<file path="src/hw/juice_settings.svh">
// Frame geometry and link depth shared by the host-link blocks
// A frame is 8 header bytes plus JUICE_SLOTS slots of 8 bytes
`ifndef JUICE_SETTINGS_SVH
`define JUICE_SETTINGS_SVH

// Bytes per frame, same in both directions
`define JUICE_FRAME_BYTES 512

// Sample slots after sync and C0 to C4
`define JUICE_SLOTS 63

// Repeated three times at the start of every frame
`define JUICE_SYNC_BYTE 8'h7F

// Command address whose data bit 0 is the run flag
`define JUICE_RUN_ADDR 6'd0

// Initial credits and receive buffer depth, a power of two
`define JUICE_LINK_CREDITS 4

`endif
</file>
<file path="src/hw/hpsdr_frame_pkg.sv">
// OpenHPSDR protocol-1 types for the downstream parser and upstream builder
`default_nettype none

package hpsdr_frame_pkg;

  // Register command fields from C0 to C4
  typedef logic [5:0]  cmd_addr_t;
  typedef logic [31:0] cmd_data_t;

  // Transmit word, I then Q, 16 bits each
  typedef logic [31:0] tx_iq_t;

  // Receive word, I then Q, 24 bits each
  typedef logic [47:0] rx_iq_t;

  typedef logic [31:0] frame_cnt_t;

  typedef enum logic [1:0] {
    PS_HUNT,
    PS_SYNC,
    PS_CTRL,
    PS_SLOT
  } parser_state_e;

  typedef enum logic [1:0] {
    BS_IDLE,
    BS_SYNC,
    BS_STATUS,
    BS_SAMPLE
  } builder_state_e;

endpackage

`default_nettype wire

</file>
<file path="src/hw/juice_link_pkg.sv">
// Byte link and FIFO chip phy types
`default_nettype none

package juice_link_pkg;

  typedef logic [7:0] byte_t;

  // Holds 0 to JUICE_LINK_CREDITS
  typedef logic [2:0] credit_cnt_t;

  typedef enum logic [2:0] {
    PHY_IDLE,
    PHY_RD_OE,
    PHY_RD,
    PHY_WR,
    PHY_TURN
  } phy_state_e;

endpackage

`default_nettype wire

</file>
<file path="src/hw/byte_link_if.sv">
// Credit-based byte link, one byte per valid cycle
// Source spends one credit per byte, sink returns one per byte it consumes
`timescale 1ns/100ps
`default_nettype none

interface byte_link_if;
  import juice_link_pkg::*;

  byte_t data;
  logic  valid;
  // Final byte of a frame
  logic  last;
  // One-cycle pulse per freed buffer entry
  logic  credit;

  modport source (
    output data, valid, last,
    input  credit
  );

  modport sink (
    input  data, valid, last,
    output credit
  );

endinterface

`default_nettype wire

</file>
<file path="src/hw/juice_core.sv">
// Host-link top level on a single clock
// Data pins are split in, out and enable; the tristate is in the board wrapper
`timescale 1ns/100ps
`default_nettype none

module juice_core (
  input  wire                        clk,
  input  wire                        reset,
  // FT245 synchronous FIFO pins
  input  wire                        rxf_empty_i,
  input  wire                        txf_full_i,
  input  wire juice_link_pkg::byte_t data_i,
  output juice_link_pkg::byte_t      data_o,
  output logic                       data_oe_o,
  output logic                       oe_n_o,
  output logic                       rd_n_o,
  output logic                       wr_n_o,
  output logic                       siwu_n_o,
  // Register commands
  output hpsdr_frame_pkg::cmd_addr_t cmd_addr_o,
  output hpsdr_frame_pkg::cmd_data_t cmd_data_o,
  output logic                       cmd_ptt_o,
  output logic                       cmd_valid_o,
  output logic                       run_o,
  // Transmit samples
  output hpsdr_frame_pkg::tx_iq_t    tx_iq_o,
  output logic                       tx_iq_valid_o,
  input  wire                        tx_iq_ready_i,
  // Receive samples
  input  wire hpsdr_frame_pkg::rx_iq_t rx_iq_i,
  input  wire                        rx_iq_valid_i,
  output logic                       rx_iq_ready_o
);

  byte_link_if ds_link ();
  byte_link_if us_link ();

  ftdi_phy phy0 (
    .clk         (clk),
    .reset       (reset),
    .rxf_empty_i (rxf_empty_i),
    .txf_full_i  (txf_full_i),
    .data_i      (data_i),
    .data_o      (data_o),
    .data_oe_o   (data_oe_o),
    .oe_n_o      (oe_n_o),
    .rd_n_o      (rd_n_o),
    .wr_n_o      (wr_n_o),
    .siwu_n_o    (siwu_n_o),
    .ds_o        (ds_link.source),
    .us_i        (us_link.sink)
  );

  ds_frame_parser parser0 (
    .clk           (clk),
    .reset         (reset),
    .link_i        (ds_link.sink),
    .cmd_addr_o    (cmd_addr_o),
    .cmd_data_o    (cmd_data_o),
    .cmd_ptt_o     (cmd_ptt_o),
    .cmd_valid_o   (cmd_valid_o),
    .run_o         (run_o),
    .tx_iq_o       (tx_iq_o),
    .tx_iq_valid_o (tx_iq_valid_o),
    .tx_iq_ready_i (tx_iq_ready_i)
  );

  // Status echo follows the decoded commands
  us_frame_builder builder0 (
    .clk           (clk),
    .reset         (reset),
    .run_i         (run_o),
    .cmd_addr_i    (cmd_addr_o),
    .cmd_ptt_i     (cmd_ptt_o),
    .cmd_valid_i   (cmd_valid_o),
    .rx_iq_i       (rx_iq_i),
    .rx_iq_valid_i (rx_iq_valid_i),
    .rx_iq_ready_o (rx_iq_ready_o),
    .link_o        (us_link.source)
  );

endmodule

`default_nettype wire

</file>
<file path="src/hw/us_frame_builder.sv">
// Upstream protocol-1 frame source; a started frame always runs to the end
// Mic bytes go out as zeros, the status word is the echoed command and frame count
`timescale 1ns/100ps
`default_nettype none
`include "juice_settings.svh"

module us_frame_builder (
  input  wire                        clk,
  input  wire                        reset,
  input  wire                        run_i,
  input  wire hpsdr_frame_pkg::cmd_addr_t cmd_addr_i,
  input  wire                        cmd_ptt_i,
  input  wire                        cmd_valid_i,
  input  wire hpsdr_frame_pkg::rx_iq_t rx_iq_i,
  input  wire                        rx_iq_valid_i,
  output logic                       rx_iq_ready_o,
  byte_link_if.source                link_o
);
  import hpsdr_frame_pkg::*;
  import juice_link_pkg::*;

  typedef logic [$clog2(`JUICE_SLOTS)-1:0] slot_idx_t;

  builder_state_e state;
  // Header and every slot are eight bytes each
  logic [2:0]     byte_idx;
  slot_idx_t      slot_cnt;
  credit_cnt_t    credit;
  frame_cnt_t     frame_cnt;
  cmd_addr_t      echo_addr;
  logic           echo_ptt;
  rx_iq_t         smp;
  logic           have_smp;
  logic [63:0]    header;
  logic [63:0]    slot_word;
  byte_t          tx_byte;
  logic           avail;
  logic           fire;
  logic           frame_end;

  assign rx_iq_ready_o = (state == BS_SAMPLE) && !have_smp;
  assign avail = (state == BS_SYNC) || (state == BS_STATUS) ||
                 ((state == BS_SAMPLE) && have_smp);
  assign fire      = avail && (credit != '0);
  assign frame_end = (state == BS_SAMPLE) && (byte_idx == 3'd7) &&
                     (slot_cnt == slot_idx_t'(`JUICE_SLOTS - 1));

  // ----------------------------------------
  // Byte select
  // ----------------------------------------
  assign header    = {{3{`JUICE_SYNC_BYTE}}, 1'b0, echo_addr, echo_ptt, frame_cnt};
  assign slot_word = {smp, 16'h0000};

  always_comb
  begin
    if (state == BS_SAMPLE)
      tx_byte = slot_word[63 - 8*byte_idx -: 8];
    else
      tx_byte = header[63 - 8*byte_idx -: 8];
  end

  always_ff @(posedge clk or posedge reset)
  begin
    if (reset)
    begin
      state       <= BS_IDLE;
      byte_idx    <= '0;
      slot_cnt    <= '0;
      credit      <= credit_cnt_t'(`JUICE_LINK_CREDITS);
      frame_cnt   <= '0;
      echo_addr   <= '0;
      echo_ptt    <= 1'b0;
      have_smp    <= 1'b0;
      link_o.valid <= 1'b0;
      link_o.last <= 1'b0;
    end
    else
    begin
      link_o.valid <= fire;
      link_o.last  <= fire && frame_end;
      credit       <= credit - credit_cnt_t'(fire) + credit_cnt_t'(link_o.credit);
      if (cmd_valid_i)
      begin
        echo_addr <= cmd_addr_i;
        echo_ptt  <= cmd_ptt_i;
      end
      if (rx_iq_valid_i && rx_iq_ready_o)
        have_smp <= 1'b1;
      if (fire)
        byte_idx <= byte_idx + 1'b1;
      case (state)
        BS_IDLE:
          if (run_i)
          begin
            state    <= BS_SYNC;
            byte_idx <= '0;
            slot_cnt <= '0;
          end
        BS_SYNC:
          if (fire && (byte_idx == 3'd2))
            state <= BS_STATUS;
        BS_STATUS:
          if (fire && (byte_idx == 3'd7))
            state <= BS_SAMPLE;
        BS_SAMPLE:
          if (fire && (byte_idx == 3'd7))
          begin
            have_smp <= 1'b0;
            slot_cnt <= slot_cnt + 1'b1;
            if (frame_end)
            begin
              state     <= BS_IDLE;
              frame_cnt <= frame_cnt + 1'b1;
            end
          end
        default:
          state <= BS_IDLE;
      endcase
    end
  end

  // Sample capture
  always_ff @(posedge clk)
  begin
    link_o.data <= tx_byte;
    if (rx_iq_valid_i && rx_iq_ready_o)
      smp <= rx_iq_i;
  end

  // Phy never hands back more credits than were spent
  a_credit_max: assert property (@(posedge clk) disable iff (reset)
    credit <= credit_cnt_t'(`JUICE_LINK_CREDITS));

endmodule

`default_nettype wire

</file>
<file path="src/hw/ds_frame_parser.sv">
// Downstream protocol-1 decoder; audio bytes of each slot are dropped
// A pending tx_iq word stalls the byte buffer and with it the credit return
`timescale 1ns/100ps
`default_nettype none
`include "juice_settings.svh"

module ds_frame_parser (
  input  wire                        clk,
  input  wire                        reset,
  byte_link_if.sink                  link_i,
  output hpsdr_frame_pkg::cmd_addr_t cmd_addr_o,
  output hpsdr_frame_pkg::cmd_data_t cmd_data_o,
  output logic                       cmd_ptt_o,
  output logic                       cmd_valid_o,
  output logic                       run_o,
  output hpsdr_frame_pkg::tx_iq_t    tx_iq_o,
  output logic                       tx_iq_valid_o,
  input  wire                        tx_iq_ready_i
);
  import hpsdr_frame_pkg::*;
  import juice_link_pkg::*;

  typedef logic [$clog2(`JUICE_FRAME_BYTES)-1:0] frame_pos_t;

  parser_state_e state;
  // Byte index within the frame, sync bytes are 0 to 2
  frame_pos_t    pos;
  byte_t         buf_mem [`JUICE_LINK_CREDITS];
  logic [$clog2(`JUICE_LINK_CREDITS)-1:0] wr_ptr;
  logic [$clog2(`JUICE_LINK_CREDITS)-1:0] rd_ptr;
  credit_cnt_t   cnt;
  byte_t         cur;
  logic          pop;
  cmd_addr_t     c0_addr;
  logic          c0_ptt;
  logic [23:0]   c_data;
  logic [23:0]   iq_part;

  assign cur = buf_mem[rd_ptr];
  assign pop = (cnt != '0) && !(tx_iq_valid_o && !tx_iq_ready_i);

  // ----------------------------------------
  // Frame sequencing
  // ----------------------------------------
  always_ff @(posedge clk or posedge reset)
  begin
    if (reset)
    begin
      state         <= PS_HUNT;
      pos           <= '0;
      cnt           <= '0;
      wr_ptr        <= '0;
      rd_ptr        <= '0;
      link_i.credit <= 1'b0;
      cmd_valid_o   <= 1'b0;
      run_o         <= 1'b0;
      tx_iq_valid_o <= 1'b0;
    end
    else
    begin
      cnt           <= cnt + credit_cnt_t'(link_i.valid) - credit_cnt_t'(pop);
      link_i.credit <= pop;
      cmd_valid_o   <= 1'b0;
      if (link_i.valid)
        wr_ptr <= wr_ptr + 1'b1;
      if (tx_iq_ready_i)
        tx_iq_valid_o <= 1'b0;
      if (pop)
      begin
        rd_ptr <= rd_ptr + 1'b1;
        case (state)
          PS_HUNT:
            if (cur == `JUICE_SYNC_BYTE)
            begin
              state <= PS_SYNC;
              pos   <= frame_pos_t'(1);
            end
          PS_SYNC:
            if (cur != `JUICE_SYNC_BYTE)
              state <= PS_HUNT;
            else
            begin
              pos <= pos + 1'b1;
              if (pos == frame_pos_t'(2))
                state <= PS_CTRL;
            end
          PS_CTRL:
          begin
            pos <= pos + 1'b1;
            // C4 completes the command
            if (pos == frame_pos_t'(7))
            begin
              state       <= PS_SLOT;
              cmd_valid_o <= 1'b1;
              if (c0_addr == `JUICE_RUN_ADDR)
                run_o <= cur[0];
            end
          end
          PS_SLOT:
          begin
            pos <= pos + 1'b1;
            if (pos[2:0] == 3'd7)
              tx_iq_valid_o <= 1'b1;
            if (pos == frame_pos_t'(`JUICE_FRAME_BYTES - 1))
              state <= PS_HUNT;
          end
          default:
            state <= PS_HUNT;
        endcase
      end
    end
  end

  // ----------------------------------------
  // Byte buffer and field assembly
  // ----------------------------------------
  always_ff @(posedge clk)
  begin
    if (link_i.valid)
      buf_mem[wr_ptr] <= link_i.data;
    if (pop && (state == PS_CTRL))
    begin
      if (pos == frame_pos_t'(3))
      begin
        c0_addr <= cur[6:1];
        c0_ptt  <= cur[0];
      end
      else if (pos == frame_pos_t'(7))
      begin
        cmd_addr_o <= c0_addr;
        cmd_ptt_o  <= c0_ptt;
        cmd_data_o <= {c_data, cur};
      end
      else
        c_data <= {c_data[15:0], cur};
    end
    // Only the last three shifted bytes survive, so audio falls out
    if (pop && (state == PS_SLOT))
    begin
      if (pos[2:0] == 3'd7)
        tx_iq_o <= {iq_part, cur};
      else
        iq_part <= {iq_part[15:0], cur};
    end
  end

  a_tx_iq_hold: assert property (@(posedge clk) disable iff (reset)
    tx_iq_valid_o && !tx_iq_ready_i |=> tx_iq_valid_o && $stable(tx_iq_o));

endmodule

`default_nettype wire

</file>
<file path="src/hw/ftdi_phy.sv">
// FT245 synchronous FIFO master on clk; tristate of the data pins lives in the board wrapper
// Bursts are capped at JUICE_LINK_CREDITS bytes so reads and writes alternate
`timescale 1ns/100ps
`default_nettype none
`include "juice_settings.svh"

module ftdi_phy (
  input  wire                   clk,
  input  wire                   reset,
  input  wire                   rxf_empty_i,
  input  wire                   txf_full_i,
  input  wire juice_link_pkg::byte_t data_i,
  output juice_link_pkg::byte_t data_o,
  output logic                  data_oe_o,
  output logic                  oe_n_o,
  output logic                  rd_n_o,
  output logic                  wr_n_o,
  output logic                  siwu_n_o,
  byte_link_if.source           ds_o,
  byte_link_if.sink             us_i
);
  import juice_link_pkg::*;

  phy_state_e  state;
  phy_state_e  state_nxt;
  credit_cnt_t ds_credit;
  credit_cnt_t ds_credit_nxt;
  credit_cnt_t us_cnt;
  credit_cnt_t us_cnt_nxt;
  credit_cnt_t burst_cnt;
  logic [$clog2(`JUICE_LINK_CREDITS)-1:0] us_wr_ptr;
  logic [$clog2(`JUICE_LINK_CREDITS)-1:0] us_rd_ptr;
  byte_t       us_mem [`JUICE_LINK_CREDITS];
  logic        us_last_mem [`JUICE_LINK_CREDITS];
  logic        last_rd;
  logic        rd_ok;
  logic        wr_ok;
  logic        rd_fire;
  logic        wr_fire;
  logic        burst_end;

  // ----------------------------------------
  // Transfer qualifiers
  // ----------------------------------------
  assign rd_fire   = (state == PHY_RD) && !rxf_empty_i;
  assign wr_fire   = (state == PHY_WR) && !txf_full_i;
  assign rd_ok     = !rxf_empty_i && (ds_credit != '0);
  assign wr_ok     = !txf_full_i && (us_cnt != '0);
  assign burst_end = burst_cnt == credit_cnt_t'(`JUICE_LINK_CREDITS - 1);

  assign ds_credit_nxt = ds_credit - credit_cnt_t'(rd_fire) + credit_cnt_t'(ds_o.credit);
  assign us_cnt_nxt    = us_cnt - credit_cnt_t'(wr_fire) + credit_cnt_t'(us_i.valid);

  // Pin strobes decode straight from the state
  assign rd_n_o    = (state != PHY_RD);
  assign oe_n_o    = (state != PHY_RD) && (state != PHY_RD_OE);
  assign wr_n_o    = (state != PHY_WR);
  assign data_oe_o = (state == PHY_WR);
  assign data_o    = us_mem[us_rd_ptr];

  // Downstream frame boundaries are found by the parser
  assign ds_o.last = 1'b0;

  always_comb
  begin
    state_nxt = state;
    case (state)
      PHY_IDLE, PHY_TURN:
      begin
        // Favour the direction that did not run last
        if (rd_ok && !(wr_ok && last_rd))
          state_nxt = PHY_RD_OE;
        else if (wr_ok)
          state_nxt = PHY_WR;
        else
          state_nxt = PHY_IDLE;
      end
      PHY_RD_OE:
        state_nxt = PHY_RD;
      PHY_RD:
        if (rxf_empty_i || (ds_credit_nxt == '0) || burst_end)
          state_nxt = PHY_TURN;
      PHY_WR:
        if (txf_full_i || (us_cnt_nxt == '0) || burst_end)
          state_nxt = PHY_TURN;
      default:
        state_nxt = PHY_IDLE;
    endcase
  end

  // ----------------------------------------
  // Control state
  // ----------------------------------------
  always_ff @(posedge clk or posedge reset)
  begin
    if (reset)
    begin
      state       <= PHY_IDLE;
      ds_credit   <= credit_cnt_t'(`JUICE_LINK_CREDITS);
      us_cnt      <= '0;
      burst_cnt   <= '0;
      us_wr_ptr   <= '0;
      us_rd_ptr   <= '0;
      last_rd     <= 1'b0;
      ds_o.valid  <= 1'b0;
      us_i.credit <= 1'b0;
      siwu_n_o    <= 1'b1;
    end
    else
    begin
      state       <= state_nxt;
      ds_credit   <= ds_credit_nxt;
      us_cnt      <= us_cnt_nxt;
      ds_o.valid  <= rd_fire;
      us_i.credit <= wr_fire;
      // Flush the chip buffer once a whole frame is in
      siwu_n_o    <= !(wr_fire && us_last_mem[us_rd_ptr]);
      if (us_i.valid)
        us_wr_ptr <= us_wr_ptr + 1'b1;
      if (wr_fire)
        us_rd_ptr <= us_rd_ptr + 1'b1;
      if (state == PHY_RD)
        last_rd <= 1'b1;
      else if (state == PHY_WR)
        last_rd <= 1'b0;
      if (state != state_nxt)
        burst_cnt <= '0;
      else if (rd_fire || wr_fire)
        burst_cnt <= burst_cnt + 1'b1;
    end
  end

  // Read data capture and upstream buffer
  always_ff @(posedge clk)
  begin
    ds_o.data <= data_i;
    if (us_i.valid)
    begin
      us_mem[us_wr_ptr]      <= us_i.data;
      us_last_mem[us_wr_ptr] <= us_i.last;
    end
  end

  // Reads only happen with a downstream credit in hand
  a_rd_credit: assert property (@(posedge clk) disable iff (reset)
    !rd_n_o |-> (ds_credit != '0));

  // Parser never returns more credits than it was given
  a_ds_credit_max: assert property (@(posedge clk) disable iff (reset)
    ds_credit <= credit_cnt_t'(`JUICE_LINK_CREDITS));

endmodule

`default_nettype wire

</file>
<file path="config.mk">
export PLATFORM = sky130hd
export DESIGN_NAME = juice_core
export DESIGN_NICKNAME = d
export VERILOG_FILES = /design/src/hw/hpsdr_frame_pkg.sv /design/src/hw/juice_link_pkg.sv /design/src/hw/byte_link_if.sv /design/src/hw/juice_core.sv /design/src/hw/us_frame_builder.sv /design/src/hw/ds_frame_parser.sv /design/src/hw/ftdi_phy.sv
export VERILOG_INCLUDE_DIRS = /design/src /design/src/hw
export SDC_FILE = /design/constraint.sdc
export NUM_CORES = 1
export LEC_CHECK = 0
export BUFFER_PORTS_ARGS = -buffer_cell sky130_fd_sc_hd__buf_4
export CORE_MARGIN = 4
export CORE_UTILIZATION = 50
export CTS_BUF_LIST = sky130_fd_sc_hd__clkbuf_16
export CTS_CLUSTER_DIAMETER = 150
export DETAILED_ROUTE_END_ITERATION = 8
export PLACE_DENSITY = 0.7
export REMOVE_ABC_BUFFERS = 1
export SYNTH_ARGS = -nofsm -noshare
export SYNTH_HDL_FRONTEND = slang
export SYNTH_SLANG_ARGS = --single-unit
export TNS_END_PERCENT = 100
</file>
<file path="constraint.sdc">
create_clock -name clk -period 4.8 [get_ports clk]
set_input_delay 0.48 -clock clk [delete_from_list [all_inputs] [get_ports clk]]
set_output_delay 0.48 -clock clk [all_outputs]
set_load 0.02 [all_outputs]
</file>
After elaboration in Yosys (flattened, before gate mapping)
Memory sizes are Yosys's and may differ from the RTL's.
Index checks and enable logic that the tools add are counted.
- $add $sub $neg: 18
- $mul: 0
- div/mod/pow operators: 0
- magnitude comparators: 0
- eq/ne operators: 35
- shifts and indexed selects: 2
- multiplexer cells: 45
- bitwise operators: 3
- reduce and logical (&&, ||, !) cells: 61
- operators by type and width (kind ; count):
    indexed part select 71 x 33 -> 8 bit ; 2
    adder 32 x 1 -> 32 bit (second input constant) ; 1
    case mux 9 bit (3 select lines) ; 1
    2-to-1 mux 3 bit ; 8
    2-to-1 mux 2 bit ; 11
    logical AND 1 bit ; 21
    equality test 9 x 2 -> 1 bit (second input constant) ; 2
    2-to-1 mux 9 bit ; 2
    2-to-1 mux 1 bit ; 16
    case mux 2 bit (4 select lines) ; 2
    AND reduction 3 bit ; 5
    adder 3 x 1 -> 3 bit ; 4
    equality test 3 x 2 -> 1 bit (second input constant) ; 4
    2-to-1 mux 6 bit ; 2
    case mux 3 bit (4 select lines) ; 1
    case mux 6 bit (2 select lines) ; 1
    nonzero test 3 bit ; 4
    subtractor 3 x 1 -> 3 bit ; 4
    inequality test 2 bit (second input constant) ; 5
    AND reduction 5 bit ; 2
    adder 9 x 1 -> 9 bit (second input constant) ; 1
    equality test 3 bit (second input constant) ; 3
    equality test 9 x 3 -> 1 bit (second input constant) ; 1
    equality test 9 bit (second input constant) ; 1
    25 further kinds ; 60
- flip-flop bits (word level): 288
- bits in latches: 0
- memory bits (writable): 68
- ROM bits: 0
- input bits: 62
- output and inout bits: 88
- word-level logic and storage cells: 207
- memories kept: 3
- memory list (name ; depth ; width ; rd ports ; clocked after memory_dff ; wr ports ; line ; text):
    parser0.buf_mem ; 4 ; 8 ; 1 ; 0 ; 1 ; ds_frame_parser.sv:28 ; byte_t buf_mem [`JUICE_LINK_CREDITS];
    phy0.us_mem ; 4 ; 8 ; 1 ; 0 ; 1 ; ftdi_phy.sv:33 ; byte_t us_mem [`JUICE_LINK_CREDITS];
    phy0.us_last_mem ; 4 ; 1 ; 1 ; 0 ; 1 ; ftdi_phy.sv:34 ; logic us_last_mem [`JUICE_LINK_CREDITS];

Depth between registers and ports, before layout
- word-level depth: 11
- gate-level depth with buffers: 15
- mapped depth without buffers: 14

Cells and area by module
Synthesis repeated with hierarchy kept, for this count alone.
- cells, all modules: 839
- area, all modules: 13922.1 um^2
- by module, submodules not included (module ; times used ; cells each ; area each (um^2) ; seq. area each (um^2)):
    ds_frame_parser ; 1 ; 297 ; 6209.7 ; 5295.1
    us_frame_builder ; 1 ; 389 ; 5137.4 ; 3004.1
    ftdi_phy ; 1 ; 153 ; 2575.0 ; 1744.2

Least setup slack after synthesis
OpenSTA, ideal clock, no wires.
- kind: reg-to-reg
- start: register parser0.tx_iq_valid_o
- end: register parser0.run_o
- library setup time: 0.125 ns
- arrival: 3.970 ns
- required time: 4.675 ns
- setup slack: 0.705 ns
- stages on the path, launching flop included: 7
- period minus slack after synthesis: 4.095 ns
- cells stage by stage: dfrtp_1 -> nor2b_1 -> or2_2 -> clkbuf_1 -> nor4_2 -> nand3_1 -> mux2_2
- longest elaborated chain between the ends: 4
- ends and longest elaborated chain (item ; line ; text):
    from (decl) ; ds_frame_parser.sv:17 ; output logic tx_iq_valid_o,
    from (signal assigned) ; ds_frame_parser.sv:57 ; tx_iq_valid_o <= 1'b0;
    from (signal assigned) ; ds_frame_parser.sv:67 ; tx_iq_valid_o <= 1'b0;
    from (signal assigned) ; ds_frame_parser.sv:103 ; tx_iq_valid_o <= 1'b1;
    logical AND 1 bit ; ds_frame_parser.sv:40 ; assign pop = (cnt != '0) && !(tx_iq_valid_o && !tx_iq_ready_i);
    zero test 1 bit ; ds_frame_parser.sv:40 ;
    logical AND 1 bit ; ds_frame_parser.sv:40 ;
    AND reduction 4 bit (no line) ; n/a ;
    to (signal assigned) ; ds_frame_parser.sv:96 ; run_o <= cur[0];
    to (decl) ; ds_frame_parser.sv:15 ; output logic run_o,
Every way passes these cells.
A chain may end at the register's enable or synchronous reset.

Worst setup path in the final report
- start: register phy0.state[0]
- end: register phy0.burst_cnt[0]
- longest elaborated chain between the ends: 11
- elaborated cells between the ends (all ways): 25
- ends and longest elaborated chain (item ; line ; text):
    from (decl) ; ftdi_phy.sv:24 ; phy_state_e state;
    from (signal assigned) ; ftdi_phy.sv:111 ; state <= state_nxt;
    equality test 3 x 2 -> 1 bit (*) ; ftdi_phy.sv:46 ; assign wr_fire = (state == PHY_WR) && !txf_full_i;
    logical AND 1 bit (*) ; ftdi_phy.sv:46 ;
    net phy0.wr_fire ; ftdi_phy.sv:39 ; logic wr_fire;
    subtractor 3 x 1 -> 3 bit (*) ; ftdi_phy.sv:52 ; assign us_cnt_nxt = us_cnt - credit_cnt_t'(wr_fire) + credit_cnt_t'(us_i.valid);
    adder 3 x 1 -> 3 bit (*) ; ftdi_phy.sv:52 ;
    net phy0.us_cnt_nxt[2] ; ftdi_phy.sv:29 ; credit_cnt_t us_cnt_nxt;
    zero test 3 bit (*) ; ftdi_phy.sv:84 ; if (txf_full_i || (us_cnt_nxt == '0) || burst_end)
    logical OR 1 bit (*) (2 in a row) ; ftdi_phy.sv:84 ;
    2-to-1 mux 3 bit (*) ; ftdi_phy.sv:84 ;
    case mux 3 bit (4 select lines) (*) ; ftdi_phy.sv:67 ; case (state)
    inequality test 3 bit (*) ; ftdi_phy.sv:126 ; if (state != state_nxt)
    2-to-1 mux 3 bit / nonzero test 2 bit (equally long branches) ; n/a ;
    to (signal assigned) ; ftdi_phy.sv:129 ; burst_cnt <= burst_cnt + 1'b1;
    to (decl) ; ftdi_phy.sv:30 ; credit_cnt_t burst_cnt;
Mark *: on every way through the listed nets, which the timed path passes. The rest lies on a longest branch.

==> results.md <==
* Status: finished, final reports clean
* Req. time, crit path at 5.19 ns
* GRT Total Usage at 17.4%
* R2R Path End: phy0.burst_cnt[0]
* CP delay by family, top: adder cells
* WL met2 at 12700 um
* Total power at 0.00716 W
* Antenna violations before repair at 0
* Slowest-stage cell, CP: dfrtp_1
* Max VDD drop at 0.279 mV
* Clk pin slew, worst setup/hold paths at 0.06 ns
* Crit. Startpoint: phy0.state[0]
* Max Clock Freq at 0.310 GHz
* Uppermost layer routed: met4
* Fraction of layout cells with a size suffix above 1 at 25.7%
* Worst min path class: in -> reg
* Clock buffer depth at 3
* Count leader, synth: edfxtp_1
* Final ANT Viol Nets at 0
* Reg2reg path depth at 14
* Syn Inst Count at 835
* Detailed-router iteration count before antenna repair at 5
* Routed length on met3 at 1470 um
* Multi-input gate area at 3430 um^2
* # DRC at 0
* Synth area leaders: edfxtp_1, dfrtp_1, mux4_2, ha_1, dfxtp_1
* Hold Startpoint: data_i[3]
* CP Launch Type: flip-flop
* Core area at 27000 um^2
* GRT overflow at 0
* Mapped Area at 13800 um^2
* Hold_buf cts at 0
* Tmin final at 3.23 ns
* CTS buffer count at 37
* DP HPWL at 17900 um
* Final net count at 1103
* Pleak at 6.19 nW
* Pwr Density at 437 nW/um^2
* Count of final hold-check violations at 0
* Number of flops mapped to enable cells by yosys at 242
* CP Buf/Inv Count at 3
* Clk root buf: clkbuf_16
* Die W at 174 um
* CP Cell Sequence: nand2_1, nor2_1, inv_1, nor2_1, ha_1, inv_1, ha_1, inv_1, fa_1, xnor2_1, xnor2_1, o31a_1, a21oi_1, nor2_1
* Post-DR wirelength/cell at 19.2 um
* Wl on met1 at 11700 um
* GPL Wtd Cong at 0.885
* Worst slew pin tran at 1.14 ns
* Ys Warns at 0
* Num Clock Sinks at 356
* Average cell area after synthesis at 16.5 um^2
* TNS Setup at 0 ns
* Pin count of the biggest net entering global routing at 63
* Reg-to-Reg Start: phy0.state[0]
* Post-synth cell types at 61
* Top fanout value on the critical path at 8
* Vias per cell at 5.35
* Via count at 7355
* WHS Endpoint: phy0.ds_o.data[3]
* ANT cells at 0
* Cell taking the most area after synthesis: edfxtp_1
* Worst skew pair latency at 0.52 ns
* Area taken by flip-flops and latches at 10000 um^2
* Fin crit share at 67.3%
* Seq cells post-synth at 356
* Async SR Flop Fraction at 27.5%
* Clock Skew at 0.0133 ns
* Most frequent cells after synthesis: edfxtp_1, dfrtp_1, inv_1
* PortBufs at 149
* First-pass GRT wire length at 41900 um
* Area delta synth->final at 19.1%
* Synth top area share at 52.8%
* Rel. slew slack at 23.8%
* Post-cts sizing count at 0
* Die Ht at 174 um
* Final-report setup violation count at 0
* Crit path kind: reg -> reg
* Postcts setup bufs at 0
* H-tree depth at 2
* FF-to-FF setup slack at 1.57 ns
* CTS tree: done
* CP max stage delay at 0.48 ns
* DR iter-0 viols at 601
* Die Area at 30300 um^2
* Sequential share of the synthesized area at 73.0%
* RSZ-0062 raised after global routing: false
* Fill count at 2019
* Max_cap viols at 0
* Data arrival, critical path at 3.62 ns
* Number of global-route vias before repair at 7499
* Io pins at 150
* Detailed Route WL at 26400 um
* Initial Util at 50.9%
* Pins Over Slew Limit at 0
* Commonest register cell after synthesis: edfxtp_1
* Critical path endpoint category: flip-flop
* Rows at 60
* Hold Path Stages at 1
## state kept, by name, indices dropped and copies added, names as in the netlist, 8 cells and up, named ones only
name / flops
parser0.pos: 9
parser0.tx_iq_o: 32
phy0.ds_o.data: 8
builder0.smp: 48
parser0.c_data: 24
parser0.iq_part: 24
builder0.frame_cnt: 32
phy0.us_mem: 32
builder0.link_o.data: 8
parser0.buf_mem: 32
parser0.cmd_data_o: 32
## final cells by class
class / count / share of cell area [%]
sequential: 356 / 61.2
multi-input combinational: 401 / 20.9
timing repair buffer: 156 / 7.14
clock buffer: 37 / 5.64
tap: 341 / 2.60
clock inverter: 30 / 1.27
inverter: 53 / 1.23
## metal layers
| metal | track usage (%) | up-vias |
|---|---|---|
| met1 | 25.2 | 3625 |
| met4 | 4.22 | 0 |
| li1 | - | 3467 |
| met5 | 0 | - |
| met2 | 27.9 | 226 |
| met3 | 3.15 | 37 |
## where the power goes
| group | internal [W] | switching (W) | total [W] | leakage [nW] |
|---|---|---|---|---|
| logic | 0.000381 | 0.000450 | 0.000831 | 2.09 |
| clock network | 0.00152 | 0.00113 | 0.00265 | 0.581 |
| registers | 0.00348 | 0.000191 | 0.00367 | 3.52 |
## per-stage QoR
stage	hold slack (ns)	setup WS [ns]	instance area (um^2)	util [%]	std cells
global route	0.0424	1.23	16400	60.7	1374
detailed placement	0.405	1.59	15300	56.5	1307
global placement	0.400	1.70	15300	56.5	1307
floorplan	0.400	0.811	13700	-	810
finish	0.0665	1.57	16400	60.7	1374
CTS	0.0433	1.57	16400	60.7	1374
## cell usage in the layout, fill, tap and decap left out, types with 4 or more instances in the layout
cell type    n
edfxtp_1   242
buf_4      156
dfrtp_1     95
inv_1       58
clkbuf_16   37
nor2_1      36
xnor2_1     35
ha_1        32
nand2_1     30
nand3_1     27
nor3_1      19
mux4_2      19
mux2i_1     19
mux2_2      17
o22ai_1     16
dfxtp_1     16
xor2_1      15
and2_1      14
nand4_1     10
and3_1       9
a21oi_1      9
clkinv_1     9
a21o_1       8
nor4_1       8
a221oi_1     8
o21ai_0      7
mux4_1       7
clkinv_2     7
a22o_1       5
fa_1         4
## cell families (layout without fill, tap and decap cells)
family / Yosys count / count (layout) / share of synthesized area [%]
compound gates: 76 / 76 / 4.06
xor+xnor: 51 / 51 / 3.35
fa+ha+maj: 36 / 36 / 3.49
buf+inv: 78 / 276 / 2.29
flops: 356 / 356 / 73.0
mux: 62 / 62 / 7.22
simple gates: 176 / 176 / 6.63
## worst register-to-register path, delay by kind of cell (launching register included)
kind            cells  cell delay, ns
compound gates      2            0.57
fa+ha+maj           3            0.79
xor+xnor            2            0.29
simple gates        4            0.76
buf+inv             3            0.22
flops               1            0.48
## how the worst max path moves through the flow
stage                                   end  slack [ns]  depth (start not counted)
final                     phy0.burst_cnt[0]        1.57                         14
after global routing      phy0.burst_cnt[2]        1.23                         14
after CTS                 phy0.burst_cnt[2]        1.57                         14
after detailed placement   builder0.smp[17]        1.59                          4
after global placement     builder0.smp[33]        1.70                          4
after floorplan               parser0.run_o        0.81                          5
Note: power is estimated with default switching activity, not from simulation.
